$ cat src/design/cart_pkg.sv
`default_nettype none

package cart_pkg;

	// Chip ID and map mode.
	typedef struct packed {
		logic [3:0] chip;
		logic [3:0] map_mode;
	} chip_view_t;

	// Top two bits mark DSPn carts.
	typedef struct packed {
		logic [1:0] dsp_class;
		logic [5:0] rest;
	} dsp_view_t;

	typedef union packed {
		chip_view_t chip_view;
		dsp_view_t  dsp_view;
	} cart_type_t;

	typedef enum logic [1:0] {
		MAP_BASE = 2'd0,
		MAP_GSU  = 2'd1,
		MAP_SA1  = 2'd2
	} map_sel_t;

	localparam logic [3:0] CHIP_NONE = 4'h0;
	localparam logic [3:0] CHIP_SA1  = 4'h6;
	localparam logic [3:0] CHIP_GSU  = 4'h7;
	localparam logic [1:0] DSP_CLASS = 2'b10;

endpackage

`default_nettype wire

$ cat src/design/bus_pkg.sv
`default_nettype none

package bus_pkg;

	typedef logic [7:0]  data_t;
	typedef logic [15:0] rom_data_t;

	// Default memory sizes.
	localparam int ROM_ADDR_W   = 24;
	localparam int BSRAM_ADDR_W = 20;

	// Audio RAM is 64 KiB.
	localparam int ARAM_ADDR_W  = 16;
	localparam int EXT_ADDR_W   = 20;

endpackage

`default_nettype wire

$ cat src/design/cart_if.sv
`timescale 1ns/1ps
`default_nettype none

// Outputs of one cartridge mapper.
interface mapper_bus_if #(
	parameter int ROM_ADDR_W   = bus_pkg::ROM_ADDR_W,
	parameter int BSRAM_ADDR_W = bus_pkg::BSRAM_ADDR_W
);
	import bus_pkg::*;

	logic [ROM_ADDR_W-1:0]   rom_addr;
	logic                    rom_ce_n;
	logic                    rom_oe_n;
	logic                    rom_word;
	logic [BSRAM_ADDR_W-1:0] bsram_addr;
	data_t                   bsram_d;
	logic                    bsram_ce_n;
	logic                    bsram_oe_n;
	logic                    bsram_we_n;
	data_t                   cpu_do;
	logic                    irq_n;

	modport src (output rom_addr, rom_ce_n, rom_oe_n, rom_word, bsram_addr, bsram_d,
		bsram_ce_n, bsram_oe_n, bsram_we_n, cpu_do, irq_n);
	modport sink (input rom_addr, rom_ce_n, rom_oe_n, rom_word, bsram_addr, bsram_d,
		bsram_ce_n, bsram_oe_n, bsram_we_n, cpu_do, irq_n);
endinterface

// Savestate engine bus overrides.
interface ss_bus_if #(
	parameter int ROM_ADDR_W = bus_pkg::ROM_ADDR_W
);
	import bus_pkg::*;

	data_t                 ss_do;
	logic [EXT_ADDR_W-1:0] ext_addr;
	logic [ROM_ADDR_W-1:0] rom_addr;
	logic                  aram_sel;
	logic                  bsram_sel;
	logic                  do_ovr;
	logic                  rom_ovr;
	logic                  pard_n;
	logic                  pawr_n;

	modport src (output ss_do, ext_addr, rom_addr, aram_sel, bsram_sel, do_ovr, rom_ovr,
		pard_n, pawr_n);
	modport sink (input ss_do, ext_addr, rom_addr, aram_sel, bsram_sel, do_ovr, rom_ovr,
		pard_n, pawr_n);
endinterface

`default_nettype wire

$ cat src/design/map_control.sv
`timescale 1ns/1ps
`default_nettype none

module map_control (
	input  logic                 mclk,
	input  logic                 rst,
	input  cart_pkg::cart_type_t cart_type,
	input  logic                 ss_busy,
	output cart_pkg::map_sel_t   map_sel,
	output logic                 ss_avail,
	output logic                 turbo_allow,
	output logic                 gsu_active
);
	import cart_pkg::*;

	map_sel_t sel_next;
	logic     avail_next;

	always_comb begin
		case (cart_type.chip_view.chip)
			CHIP_GSU: sel_next = MAP_GSU;
			CHIP_SA1: sel_next = MAP_SA1;
			default:  sel_next = MAP_BASE;
		endcase
	end

	// Plain carts, DSPn carts, SA-1 and GSU can be saved.
	assign avail_next = (cart_type.chip_view.chip == CHIP_NONE) ||
		(cart_type.dsp_view.dsp_class == DSP_CLASS) ||
		(sel_next == MAP_SA1) || (sel_next == MAP_GSU);

	always_ff @(posedge mclk) begin
		if (rst) begin
			map_sel     <= MAP_BASE;
			ss_avail    <= 1'b0;
			turbo_allow <= 1'b0;
			gsu_active  <= 1'b0;
		end else begin
			map_sel     <= sel_next;
			ss_avail    <= avail_next;
			// No turbo on SA-1 or while a savestate runs.
			turbo_allow <= !((sel_next == MAP_SA1) || ss_busy);
			gsu_active  <= (sel_next == MAP_GSU);
		end
	end

endmodule

`default_nettype wire

$ cat src/design/rom_bus_mux.sv
`timescale 1ns/1ps
`default_nettype none

module rom_bus_mux #(
	parameter int ROM_ADDR_W = bus_pkg::ROM_ADDR_W
) (
	input  logic                  mclk,
	input  logic                  rst,
	input  cart_pkg::map_sel_t    map_sel,
	mapper_bus_if.sink            base,
	mapper_bus_if.sink            gsu,
	mapper_bus_if.sink            sa1,
	ss_bus_if.sink                ss,
	output logic [ROM_ADDR_W-1:0] rom_addr,
	output logic                  rom_ce_n,
	output logic                  rom_oe_n,
	output logic                  rom_word
);
	import cart_pkg::*;

	logic [ROM_ADDR_W-1:0] sel_addr;
	logic                  sel_ce_n;
	logic                  sel_oe_n;
	logic                  sel_word;

	always_comb begin
		case (map_sel)
			MAP_GSU: begin
				sel_addr = gsu.rom_addr;
				sel_ce_n = gsu.rom_ce_n;
				sel_oe_n = gsu.rom_oe_n;
				sel_word = gsu.rom_word;
			end
			MAP_SA1: begin
				sel_addr = sa1.rom_addr;
				sel_ce_n = sa1.rom_ce_n;
				sel_oe_n = sa1.rom_oe_n;
				sel_word = sa1.rom_word;
			end
			default: begin
				sel_addr = base.rom_addr;
				sel_ce_n = base.rom_ce_n;
				sel_oe_n = base.rom_oe_n;
				sel_word = base.rom_word;
			end
		endcase
		// Only the address moves, strobes stay with the mapper.
		if (ss.rom_ovr)
			sel_addr = ss.rom_addr;
	end

	always_ff @(posedge mclk) begin
		if (rst) begin
			rom_addr <= '0;
			rom_ce_n <= 1'b1;
			rom_oe_n <= 1'b1;
			rom_word <= 1'b0;
		end else begin
			rom_addr <= sel_addr;
			rom_ce_n <= sel_ce_n;
			rom_oe_n <= sel_oe_n;
			rom_word <= sel_word;
		end
	end

endmodule

`default_nettype wire

$ cat src/design/sram_bus_mux.sv
`timescale 1ns/1ps
`default_nettype none

module sram_bus_mux #(
	parameter int BSRAM_ADDR_W = bus_pkg::BSRAM_ADDR_W
) (
	input  logic                             mclk,
	input  logic                             rst,
	input  cart_pkg::map_sel_t               map_sel,
	mapper_bus_if.sink                       base,
	mapper_bus_if.sink                       gsu,
	mapper_bus_if.sink                       sa1,
	ss_bus_if.sink                           ss,
	input  logic [bus_pkg::ARAM_ADDR_W-1:0]  snd_aram_addr,
	input  bus_pkg::data_t                   snd_aram_d,
	input  logic                             snd_aram_ce_n,
	input  logic                             snd_aram_oe_n,
	input  logic                             snd_aram_we_n,
	output logic [BSRAM_ADDR_W-1:0]          bsram_addr,
	output bus_pkg::data_t                   bsram_d,
	output logic                             bsram_ce_n,
	output logic                             bsram_oe_n,
	output logic                             bsram_we_n,
	output logic [bus_pkg::ARAM_ADDR_W-1:0]  aram_addr,
	output bus_pkg::data_t                   aram_d,
	output logic                             aram_ce_n,
	output logic                             aram_oe_n,
	output logic                             aram_we_n
);
	import cart_pkg::*;
	import bus_pkg::*;

	logic [BSRAM_ADDR_W-1:0] bs_addr;
	data_t                   bs_d;
	logic                    bs_ce_n;
	logic                    bs_oe_n;
	logic                    bs_we_n;

	// ~~~~~~~~~~~~~~~~~~~~~~~~~~~~~~~~~~~~~~~~~~~~~~~~~~~~~~~~~~~~
	// Backup SRAM select.
	// ~~~~~~~~~~~~~~~~~~~~~~~~~~~~~~~~~~~~~~~~~~~~~~~~~~~~~~~~~~~~
	always_comb begin
		case (map_sel)
			MAP_GSU: {bs_addr, bs_d, bs_ce_n, bs_oe_n, bs_we_n} = {gsu.bsram_addr,
				gsu.bsram_d, gsu.bsram_ce_n, gsu.bsram_oe_n, gsu.bsram_we_n};
			MAP_SA1: {bs_addr, bs_d, bs_ce_n, bs_oe_n, bs_we_n} = {sa1.bsram_addr,
				sa1.bsram_d, sa1.bsram_ce_n, sa1.bsram_oe_n, sa1.bsram_we_n};
			default: {bs_addr, bs_d, bs_ce_n, bs_oe_n, bs_we_n} = {base.bsram_addr,
				base.bsram_d, base.bsram_ce_n, base.bsram_oe_n, base.bsram_we_n};
		endcase
		if (ss.bsram_sel) begin
			bs_addr = BSRAM_ADDR_W'(ss.ext_addr);
			bs_d    = ss.ss_do;
			bs_ce_n = 1'b0;
			bs_oe_n = ss.pard_n;
			bs_we_n = ss.pawr_n;
		end
	end

	always_ff @(posedge mclk) begin
		if (rst) begin
			bsram_addr <= '0;
			bsram_d    <= '0;
			bsram_ce_n <= 1'b1;
			bsram_oe_n <= 1'b1;
			bsram_we_n <= 1'b1;
		end else begin
			bsram_addr <= bs_addr;
			bsram_d    <= bs_d;
			bsram_ce_n <= bs_ce_n;
			bsram_oe_n <= bs_oe_n;
			bsram_we_n <= bs_we_n;
		end
	end

	// ~~~~~~~~~~~~~~~~~~~~~~~~~~~~~~~~~~~~~~~~~~~~~~~~~~~~~~~~~~~~
	// Audio RAM goes to the sound system unless the savestate engine has it.
	// ~~~~~~~~~~~~~~~~~~~~~~~~~~~~~~~~~~~~~~~~~~~~~~~~~~~~~~~~~~~~
	always_ff @(posedge mclk) begin
		if (rst) begin
			aram_addr <= '0;
			aram_d    <= '0;
			aram_ce_n <= 1'b1;
			aram_oe_n <= 1'b1;
			aram_we_n <= 1'b1;
		end else if (ss.aram_sel) begin
			aram_addr <= ss.ext_addr[ARAM_ADDR_W-1:0];
			aram_d    <= ss.ss_do;
			aram_ce_n <= 1'b0;
			aram_oe_n <= ss.pard_n;
			aram_we_n <= ss.pawr_n;
		end else begin
			aram_addr <= snd_aram_addr;
			aram_d    <= snd_aram_d;
			aram_ce_n <= snd_aram_ce_n;
			aram_oe_n <= snd_aram_oe_n;
			aram_we_n <= snd_aram_we_n;
		end
	end

endmodule

`default_nettype wire

$ cat src/design/cpu_data_mux.sv
`timescale 1ns/1ps
`default_nettype none

module cpu_data_mux (
	input  logic               mclk,
	input  logic               rst,
	input  cart_pkg::map_sel_t map_sel,
	mapper_bus_if.sink         base,
	mapper_bus_if.sink         gsu,
	mapper_bus_if.sink         sa1,
	ss_bus_if.sink             ss,
	input  logic               msu_sel,
	input  bus_pkg::data_t     msu_do,
	output bus_pkg::data_t     cpu_di,
	output logic               irq_n
);
	import cart_pkg::*;
	import bus_pkg::*;

	data_t map_do;
	logic  map_irq_n;

	always_comb begin
		case (map_sel)
			MAP_GSU: {map_do, map_irq_n} = {gsu.cpu_do, gsu.irq_n};
			MAP_SA1: {map_do, map_irq_n} = {sa1.cpu_do, sa1.irq_n};
			default: {map_do, map_irq_n} = {base.cpu_do, base.irq_n};
		endcase
	end

	always_ff @(posedge mclk) begin
		if (rst) begin
			cpu_di <= '0;
			irq_n  <= 1'b1;
		end else begin
			// Savestate wins over MSU.
			if (ss.do_ovr)
				cpu_di <= ss.ss_do;
			else if (msu_sel)
				cpu_di <= msu_do;
			else
				cpu_di <= map_do;
			irq_n <= map_irq_n;
		end
	end

endmodule

`default_nettype wire

$ cat src/design/cart_bus_top.sv
`timescale 1ns/1ps
`default_nettype none

module cart_bus_top #(
	parameter int ROM_ADDR_W   = bus_pkg::ROM_ADDR_W,
	parameter int BSRAM_ADDR_W = bus_pkg::BSRAM_ADDR_W
) (
	input  logic                            mclk,
	input  logic                            rst,
	input  logic [7:0]                      cart_type,
	input  logic                            ss_busy,

	input  logic [ROM_ADDR_W-1:0]           base_rom_addr,
	input  logic                            base_rom_ce_n, base_rom_oe_n, base_rom_word,
	input  logic [BSRAM_ADDR_W-1:0]         base_bsram_addr,
	input  bus_pkg::data_t                  base_bsram_d, base_cpu_do,
	input  logic                            base_bsram_ce_n, base_bsram_oe_n, base_bsram_we_n,
	input  logic                            base_irq_n,

	input  logic [22:0]                     gsu_rom_addr,
	input  logic                            gsu_rom_ce_n, gsu_rom_oe_n, gsu_rom_word,
	input  logic [BSRAM_ADDR_W-1:0]         gsu_bsram_addr,
	input  bus_pkg::data_t                  gsu_bsram_d, gsu_cpu_do,
	input  logic                            gsu_bsram_ce_n, gsu_bsram_oe_n, gsu_bsram_we_n,
	input  logic                            gsu_irq_n,

	input  logic [22:0]                     sa1_rom_addr,
	input  logic                            sa1_rom_ce_n, sa1_rom_oe_n, sa1_rom_word,
	input  logic [BSRAM_ADDR_W-1:0]         sa1_bsram_addr,
	input  bus_pkg::data_t                  sa1_bsram_d, sa1_cpu_do,
	input  logic                            sa1_bsram_ce_n, sa1_bsram_oe_n, sa1_bsram_we_n,
	input  logic                            sa1_irq_n,

	input  bus_pkg::data_t                  ss_do,
	input  logic [bus_pkg::EXT_ADDR_W-1:0]  ss_ext_addr,
	input  logic [ROM_ADDR_W-1:0]           ss_rom_addr,
	input  logic                            ss_aram_sel, ss_bsram_sel, ss_do_ovr, ss_rom_ovr,
	input  logic                            ss_pard_n, ss_pawr_n,

	input  logic [bus_pkg::ARAM_ADDR_W-1:0] snd_aram_addr,
	input  bus_pkg::data_t                  snd_aram_d,
	input  logic                            snd_aram_ce_n, snd_aram_oe_n, snd_aram_we_n,
	input  logic                            msu_sel,
	input  bus_pkg::data_t                  msu_do,

	output logic [ROM_ADDR_W-1:0]           rom_addr,
	output logic                            rom_ce_n, rom_oe_n, rom_word,
	output logic [BSRAM_ADDR_W-1:0]         bsram_addr,
	output bus_pkg::data_t                  bsram_d,
	output logic                            bsram_ce_n, bsram_oe_n, bsram_we_n,
	output logic [bus_pkg::ARAM_ADDR_W-1:0] aram_addr,
	output bus_pkg::data_t                  aram_d,
	output logic                            aram_ce_n, aram_oe_n, aram_we_n,
	output bus_pkg::data_t                  cpu_di,
	output logic                            irq_n,
	output logic                            ss_avail, turbo_allow, gsu_active
);
	import cart_pkg::*;

	cart_type_t cart_word;
	map_sel_t   map_sel;

	mapper_bus_if #(.ROM_ADDR_W(ROM_ADDR_W), .BSRAM_ADDR_W(BSRAM_ADDR_W)) base_bus ();
	mapper_bus_if #(.ROM_ADDR_W(ROM_ADDR_W), .BSRAM_ADDR_W(BSRAM_ADDR_W)) gsu_bus ();
	mapper_bus_if #(.ROM_ADDR_W(ROM_ADDR_W), .BSRAM_ADDR_W(BSRAM_ADDR_W)) sa1_bus ();
	ss_bus_if #(.ROM_ADDR_W(ROM_ADDR_W)) ss_bus ();

	assign cart_word = cart_type_t'(cart_type);

	// ~~~~~~~~~~~~~~~~~~~~~~~~~~~~~~~~~~~~~~~~~~~~~~~~~~~~~~~~~~~~
	// Mapper buses.
	// ~~~~~~~~~~~~~~~~~~~~~~~~~~~~~~~~~~~~~~~~~~~~~~~~~~~~~~~~~~~~
	assign base_bus.rom_addr = base_rom_addr;
	assign {base_bus.rom_ce_n, base_bus.rom_oe_n, base_bus.rom_word} =
		{base_rom_ce_n, base_rom_oe_n, base_rom_word};
	assign {base_bus.bsram_addr, base_bus.bsram_d} = {base_bsram_addr, base_bsram_d};
	assign {base_bus.bsram_ce_n, base_bus.bsram_oe_n, base_bus.bsram_we_n} =
		{base_bsram_ce_n, base_bsram_oe_n, base_bsram_we_n};
	assign {base_bus.cpu_do, base_bus.irq_n} = {base_cpu_do, base_irq_n};

	// Coprocessor ROM addresses are 23 bits wide.
	assign gsu_bus.rom_addr = ROM_ADDR_W'(gsu_rom_addr);
	assign {gsu_bus.rom_ce_n, gsu_bus.rom_oe_n, gsu_bus.rom_word} =
		{gsu_rom_ce_n, gsu_rom_oe_n, gsu_rom_word};
	assign {gsu_bus.bsram_addr, gsu_bus.bsram_d} = {gsu_bsram_addr, gsu_bsram_d};
	assign {gsu_bus.bsram_ce_n, gsu_bus.bsram_oe_n, gsu_bus.bsram_we_n} =
		{gsu_bsram_ce_n, gsu_bsram_oe_n, gsu_bsram_we_n};
	assign {gsu_bus.cpu_do, gsu_bus.irq_n} = {gsu_cpu_do, gsu_irq_n};

	assign sa1_bus.rom_addr = ROM_ADDR_W'(sa1_rom_addr);
	assign {sa1_bus.rom_ce_n, sa1_bus.rom_oe_n, sa1_bus.rom_word} =
		{sa1_rom_ce_n, sa1_rom_oe_n, sa1_rom_word};
	assign {sa1_bus.bsram_addr, sa1_bus.bsram_d} = {sa1_bsram_addr, sa1_bsram_d};
	assign {sa1_bus.bsram_ce_n, sa1_bus.bsram_oe_n, sa1_bus.bsram_we_n} =
		{sa1_bsram_ce_n, sa1_bsram_oe_n, sa1_bsram_we_n};
	assign {sa1_bus.cpu_do, sa1_bus.irq_n} = {sa1_cpu_do, sa1_irq_n};

	assign {ss_bus.ss_do, ss_bus.ext_addr, ss_bus.rom_addr} = {ss_do, ss_ext_addr, ss_rom_addr};
	assign {ss_bus.aram_sel, ss_bus.bsram_sel, ss_bus.do_ovr, ss_bus.rom_ovr} =
		{ss_aram_sel, ss_bsram_sel, ss_do_ovr, ss_rom_ovr};
	assign {ss_bus.pard_n, ss_bus.pawr_n} = {ss_pard_n, ss_pawr_n};

	// ~~~~~~~~~~~~~~~~~~~~~~~~~~~~~~~~~~~~~~~~~~~~~~~~~~~~~~~~~~~~
	// Control and output muxes.
	// ~~~~~~~~~~~~~~~~~~~~~~~~~~~~~~~~~~~~~~~~~~~~~~~~~~~~~~~~~~~~
	map_control u_map_control (
		.mclk(mclk), .rst(rst), .cart_type(cart_word), .ss_busy(ss_busy),
		.map_sel(map_sel), .ss_avail(ss_avail), .turbo_allow(turbo_allow),
		.gsu_active(gsu_active)
	);

	rom_bus_mux #(.ROM_ADDR_W(ROM_ADDR_W)) u_rom_bus_mux (
		.mclk(mclk), .rst(rst), .map_sel(map_sel),
		.base(base_bus), .gsu(gsu_bus), .sa1(sa1_bus), .ss(ss_bus),
		.rom_addr(rom_addr), .rom_ce_n(rom_ce_n), .rom_oe_n(rom_oe_n), .rom_word(rom_word)
	);

	sram_bus_mux #(.BSRAM_ADDR_W(BSRAM_ADDR_W)) u_sram_bus_mux (
		.mclk(mclk), .rst(rst), .map_sel(map_sel),
		.base(base_bus), .gsu(gsu_bus), .sa1(sa1_bus), .ss(ss_bus),
		.snd_aram_addr(snd_aram_addr), .snd_aram_d(snd_aram_d),
		.snd_aram_ce_n(snd_aram_ce_n), .snd_aram_oe_n(snd_aram_oe_n),
		.snd_aram_we_n(snd_aram_we_n),
		.bsram_addr(bsram_addr), .bsram_d(bsram_d), .bsram_ce_n(bsram_ce_n),
		.bsram_oe_n(bsram_oe_n), .bsram_we_n(bsram_we_n),
		.aram_addr(aram_addr), .aram_d(aram_d), .aram_ce_n(aram_ce_n),
		.aram_oe_n(aram_oe_n), .aram_we_n(aram_we_n)
	);

	cpu_data_mux u_cpu_data_mux (
		.mclk(mclk), .rst(rst), .map_sel(map_sel),
		.base(base_bus), .gsu(gsu_bus), .sa1(sa1_bus), .ss(ss_bus),
		.msu_sel(msu_sel), .msu_do(msu_do), .cpu_di(cpu_di), .irq_n(irq_n)
	);

endmodule

`default_nettype wire

$ cat config.mk
export PLATFORM = sky130hd
export DESIGN_NAME = cart_bus_top
export DESIGN_NICKNAME = d
export VERILOG_FILES = /design/src/design/cart_pkg.sv /design/src/design/bus_pkg.sv /design/src/design/cart_if.sv /design/src/design/map_control.sv /design/src/design/rom_bus_mux.sv /design/src/design/sram_bus_mux.sv /design/src/design/cpu_data_mux.sv /design/src/design/cart_bus_top.sv
export SDC_FILE = /design/constraint.sdc
export NUM_CORES = 1
export LEC_CHECK = 0
export ABC_CLOCK_PERIOD_IN_PS = 2700
export BUFFER_PORTS_ARGS = -buffer_cell sky130_fd_sc_hd__buf_2
export CAP_MARGIN = 20
export CORE_AREA = 2 2 157 159
export CTS_CLUSTER_SIZE = 8
export DETAILED_ROUTE_END_ITERATION = 16
export DIE_AREA = 0 0 159 161
export HOLD_SLACK_MARGIN = 0.12
export PLACE_DENSITY = 0.57
export SYNTH_ARGS = -nofsm -noshare
export SYNTH_HDL_FRONTEND = slang
export SYNTH_SLANG_ARGS = --single-unit
$ cat constraint.sdc
create_clock -name mclk -period 2.7 [get_ports mclk]
set_input_delay 0 -clock mclk [delete_from_list [all_inputs] [get_ports mclk]]
set_output_delay 0 -clock mclk [all_outputs]
set_load 0.01 [all_outputs]
==> results of run 1 <==
## through the flow
stage / area, sq um / std cells / setup slack [ns] / hold slack [ns]
after detailed placement: 6580 / 1123 / 0.567 / 0.175
after global placement: 6580 / 1123 / 0.580 / 0.169
after floorplan: 4360 / 444 / 1.13 / 0.0793
## cell families after synthesis
| family | count (synthesis) | synth area share |
|---|---|---|
| AO/OA/AOI/OAI | 158 | 0.303 |
| flip-flops | 99 | 0.454 |
| AND/OR/NAND/NOR | 95 | 0.103 |
| buffers and inverters | 66 | 0.0783 |
| multiplexers | 24 | 0.0550 |
| adder cells (fa/ha/maj) | 2 | 0.00573 |
==> flow_summary.toml, run 1 <==
[floorplanning]
dieHeight_microns = 161
initial_core_util = 0.182
die_w_microns = 159
ios = 401
rows = 57

[logic_synthesis]
synth_common_cells = "99 x dfxtp_1, 54 x nor3_1, 49 x o22ai_1, 41 x a221oi_1, 30 x nor2_1"
yosys_warnings = 0
ys_ff_latch = 99
async_flop_share = 0
synth_top_area_cell = "dfxtp_1"
synth_edf_count = 0
synth-main-ff-cell = "dfxtp_1"
synth_area_sq_mm = 0.00436
syn_area_per_cell_sq_um = 9.83
syn-num-nets = 750
yosysMostFrequentCell = "dfxtp_1"
yosys-top-cells-area = "dfxtp_1 45%, a221oi_1 8.2%, o22ai_1 7.0%"
syn_inst = 444
yosysUniqueCellTypes = 32
ys_seq_area_frac = 0.454
synth_top_area_frac = 0.454

[run_status]
lastStage = "clock tree synthesis (4_1_cts)"
status = "did not finish"
tool.error = "[ERROR RSZ-0060] Max buffer count reached."

[cts]
cts_hold_buf = 228
cts_setup_buffers = 0
clockBufferDepth = 2
cts_sinks = 99
cts-root-buf = "clkbuf_16"
cts_resized = 0
cts_buffers = 9
htreeDepth = 3

[placed_design]
gp_congestion = 0.845
hpwlAfterDp_mm = 15.9
portBuffers = 396
==> inputs of run 2 (changes only) <==
--- a/config.mk
+++ b/config.mk
@@ -9,11 +9,9 @@
 export BUFFER_PORTS_ARGS = -buffer_cell sky130_fd_sc_hd__buf_2
 export CAP_MARGIN = 20
 export CORE_AREA = 2 2 157 159
-export CTS_CLUSTER_SIZE = 8
 export DETAILED_ROUTE_END_ITERATION = 16
 export DIE_AREA = 0 0 159 161
-export HOLD_SLACK_MARGIN = 0.12
-export PLACE_DENSITY = 0.57
+export PLACE_DENSITY_LB_ADDON = 0.15
 export SYNTH_ARGS = -nofsm -noshare
 export SYNTH_HDL_FRONTEND = slang
 export SYNTH_SLANG_ARGS = --single-unit
==> run 2 against run 1 <==
Compared with the run above: the flow now finishes, with violations (hold timing); synthesized area did not move; synthesized cell count unchanged.
==> flow_summary.toml, run 2 <==
[detailed_routing]
first_pass_iters = 5
drt_iter0_drc = 197
routedWlPerCell_microns = 17.0
drc_errors = 0
antenna_left = 0
vias_per_cell = 4.52
wl_mm = 23.3
num_vias = 6185

[grt]
top_usage_layer = "met2"
grt_overflow_total = 0
grt_first_pass_wirelength_mm = 34.9
use_met2 = 0.313
use_met1 = 0.194
antenna_found_initial = 5
use_met3 = 0.0367
grt_pass1_vias = 6478
grt_max_degree = 51
grtUsageTotal = 0.174

[cts]
cts_sinks = 99
clk_pin_slew_ns = 0.07
clkLatencyLatePin_ns = 0.36
cts_buffers = 9
cts-root-buf = "clkbuf_16"
clockBufferDepth = 2
htreeDepth = 3
cts_tree = "done"

[run_status]
violations = "hold timing"
status = "finished, violations left"

[critical_path]
reg2regPathDepth = 8
endpoint_kind = "register"
crit_family = "buffers and inverters"
cp_num_cells = 8
critical-path-max-stage-delay_ns = 0.58
startpoint_type = "register"
worstPathArrival_ns = 2.76
cp.required_ns = 2.94
crit_type = "register to register"
crit_buf_inv = 4
worstPathMaxFanout = 15
crit_top_cell = "dlygate4sd3_1"
crit_chain = "inv_1, ha_4, nand2b_1, buf_4, o22ai_1, dlygate4sd3_1, nor3_1, dlygate4sd3_1"
r2r-start = "u_map_control.map_sel[0]"
timing.critical_path.from = "u_map_control.map_sel[0]"
cp_slowest_cell = "dlygate4sd3_1"

[timing]
fmax_ghz = 0.397
slew_headroom = 0.411
finalCritPeriodShare = 0.934
hold_viol_final = 1
tightest_slew_ns = 0.883
hold_ws_ns = -0.00193
rsz0062_at_grt = "no"
fin_setup_tns_ns = 0
slew_violations = 0
setup_violations = 0
setup_ws_ns = 0.179
skew_ns = 0.00824
finalWorstPathRequiredPeriod_ns = 2.52

[logic_synthesis]
syn_inst = 444
ys_ff_latch = 99
synth_common_cells = "99 x dfxtp_1, 54 x nor3_1, 49 x o22ai_1, 41 x a221oi_1, 30 x nor2_1"
synth-main-ff-cell = "dfxtp_1"
synth_edf_count = 0
async_flop_share = 0
syn_area_per_cell_sq_um = 9.83
synth_top_area_frac = 0.454
ys_seq_area_frac = 0.454
syn-num-nets = 750
synth_top_area_cell = "dfxtp_1"
synth_area_sq_mm = 0.00436
yosys_warnings = 0
yosysUniqueCellTypes = 32
yosysMostFrequentCell = "dfxtp_1"
yosys-top-cells-area = "dfxtp_1 45%, a221oi_1 8.2%, o22ai_1 7.0%"

[finish]
layout_commonest_cell = "buf_2"
multi_input_area_sq_mm = 0.00207
top_regs = "u_rom_bus_mux.rom_addr (24), u_sram_bus_mux.bsram_addr (20), u_sram_bus_mux.aram_addr (16)"
layout-area-overhead-vs-synth_pct = 109
fin_nets = 1342
regMostFlops = "u_rom_bus_mux.rom_addr"
drive_gt1_frac = 0.433
seqCellArea_sq_mm = 0.00198
fin_util = 0.381
final_cell_mix = "395 x buf_2, 223 x dlygate4sd3_1, 98 x dfxtp_1"
largest_reg_flops = 24
n_fill_cell = 2495

[placed_design]
post-place-ws_ns = 0.558
gp_congestion = 0.788
hpwlAfterDp_mm = 15.9
portBuffers = 396

[pwr]
power_density_mw_per_mm2 = 429
peakVddDrop_mv = 0.199
leakagePower_nw = 4.47

[floorplanning]
ios = 401
rows = 57
core_sq_mm = 0.0240
initial_core_util = 0.182
dieHeight_microns = 161
die_w_microns = 159
die-area_sq_mm = 0.0256

[min_path]
hold_start = "ss_ext_addr[15]"
hold_depth = 3
hp-class = "input port to register"

[job]
cap_violations = 0
## run 2: kinds of logic after synthesis
kind of cell / Yosys count / synth area share
AOI/OAI and AO/OA: 158 / 0.303
adders and majority gates: 2 / 0.00573
buffers and inverters: 66 / 0.0783
DFF: 99 / 0.454
muxes: 24 / 0.0550
and+or+nand+nor: 95 / 0.103
## run 2: final cells by class
type                    instances  area share
inverters                      16     0.00657
well taps                     324      0.0444
multi-input cells             279       0.226
diodes                          5     0.00137
flip-flops and latches         99       0.217
repair buffers                631       0.473
clock buffers                  10      0.0262
clock inverters                 5     0.00493
## run 2: what timing repair did
item / CTS / global route
hold endpoints to repair: 99 / 0
gates resized for setup: 0 / 6
hold buffers: 223 / 0
endpoints found under the setup margin: 0 / 34
buffers inserted: 0 / 3
## run 2: final timing paths
| check | end | slack, ns |
|---|---|---|
| worst max-delay path | u_sram_bus_mux.bsram_addr[1] | 0.18 |
| worst min-delay path | u_sram_bus_mux.aram_addr[15] | -0.002 |
| worst max register to register | u_sram_bus_mux.bsram_addr[1] | 0.18 |
| worst min register to register | u_rom_bus_mux.rom_addr[6] | 1.15 |
## run 2: power by group
part | internal (mW) | leakage (nW) | switching, mW
Sequential | 1.56 | 0.827 | 0.0248
Clock | 0.664 | 0.138 | 0.649
Combinational | 0.594 | 3.50 | 0.423
Total | 2.82 | 4.47 | 1.10
## run 2: through the flow
stage	cell area (sq um)	total power [mW]	instances
after CTS	9080	3.96	1361
after floorplan	4360	1.91	444
after detailed placement	6570	2.32	1123
final	9140	3.92	1369
after global placement	6570	2.33	1123
after global routing	9140	4.11	1369
## run 2: metal layers
layer,vias up,wire length [microns]
met5,-,0
met3,53,1510
met4,0,789
met1,2907,9070
met2,295,11900
li1,2930,-
## run 2: tightest hold or removal path: stages
cell	delay [ns]
buf_2	0.11
mux2i_1	0.07
nor2_1	0.12
(Power assumes the default switching activity.)
==> inputs of run 3 (changes only) <==
--- a/config.mk
+++ b/config.mk
@@ -11,7 +11,6 @@
 export CORE_AREA = 2 2 157 159
 export DETAILED_ROUTE_END_ITERATION = 16
 export DIE_AREA = 0 0 159 161
-export PLACE_DENSITY_LB_ADDON = 0.15
 export SYNTH_ARGS = -nofsm -noshare
 export SYNTH_HDL_FRONTEND = slang
 export SYNTH_SLANG_ARGS = --single-unit
==> run 3 against run 2 <==
Compared with the run above: the run now fails in clock tree synthesis (4_1_cts); synthesized cell count unchanged; synthesized area unchanged.
==> flow_summary.toml, run 3 <==
[cts]
cts_resized = 0
cts_setup_buffers = 0
cts_buffers = 9
htreeDepth = 3
cts_sinks = 99
cts-root-buf = "clkbuf_16"
cts_hold_buf = 229
clockBufferDepth = 2

[logic_synthesis]
synth_area_sq_mm = 0.00436
yosys_warnings = 0
syn-num-nets = 750
async_flop_share = 0
synth-main-ff-cell = "dfxtp_1"
synth_edf_count = 0
synth_common_cells = "99 x dfxtp_1, 54 x nor3_1, 49 x o22ai_1, 41 x a221oi_1, 30 x nor2_1"
synth_top_area_frac = 0.454
syn_inst = 444
synth_top_area_cell = "dfxtp_1"
syn_area_per_cell_sq_um = 9.83
ys_seq_area_frac = 0.454
yosys-top-cells-area = "dfxtp_1 45%, a221oi_1 8.2%, o22ai_1 7.0%"
yosysUniqueCellTypes = 32
yosysMostFrequentCell = "dfxtp_1"
ys_ff_latch = 99

[placed_design]
portBuffers = 396
dpl.cell_count = 1121
hpwlAfterDp_mm = 15.8
gp_congestion = 0.843

[floorplanning]
die_w_microns = 159
dieHeight_microns = 161
initial_core_util = 0.182
rows = 57
ios = 401

[run_status]
tool.error = "[ERROR RSZ-0060] Max buffer count reached."
lastStage = "clock tree synthesis (4_1_cts)"
status = "did not finish"
## run 3: cell counts after synthesis
Identical to the previous run, type by type.
## run 3: stage by stage
step | worst slack (ns) | hold WS, ns | area, sq um | util
floorplan | 1.13 | 0.0793 | 4360 | -
global placement | 0.463 | 0.166 | 6550 | 0.273
detailed placement | 0.416 | 0.174 | 6550 | 0.273
## run 3: logic make-up after synthesis
group	share of synthesized area
AOI/OAI and AO/OA	0.303
adders and majority gates	0.00573
buffers and inverters	0.0783
DFF	0.454
muxes	0.0550
and+or+nand+nor	0.103
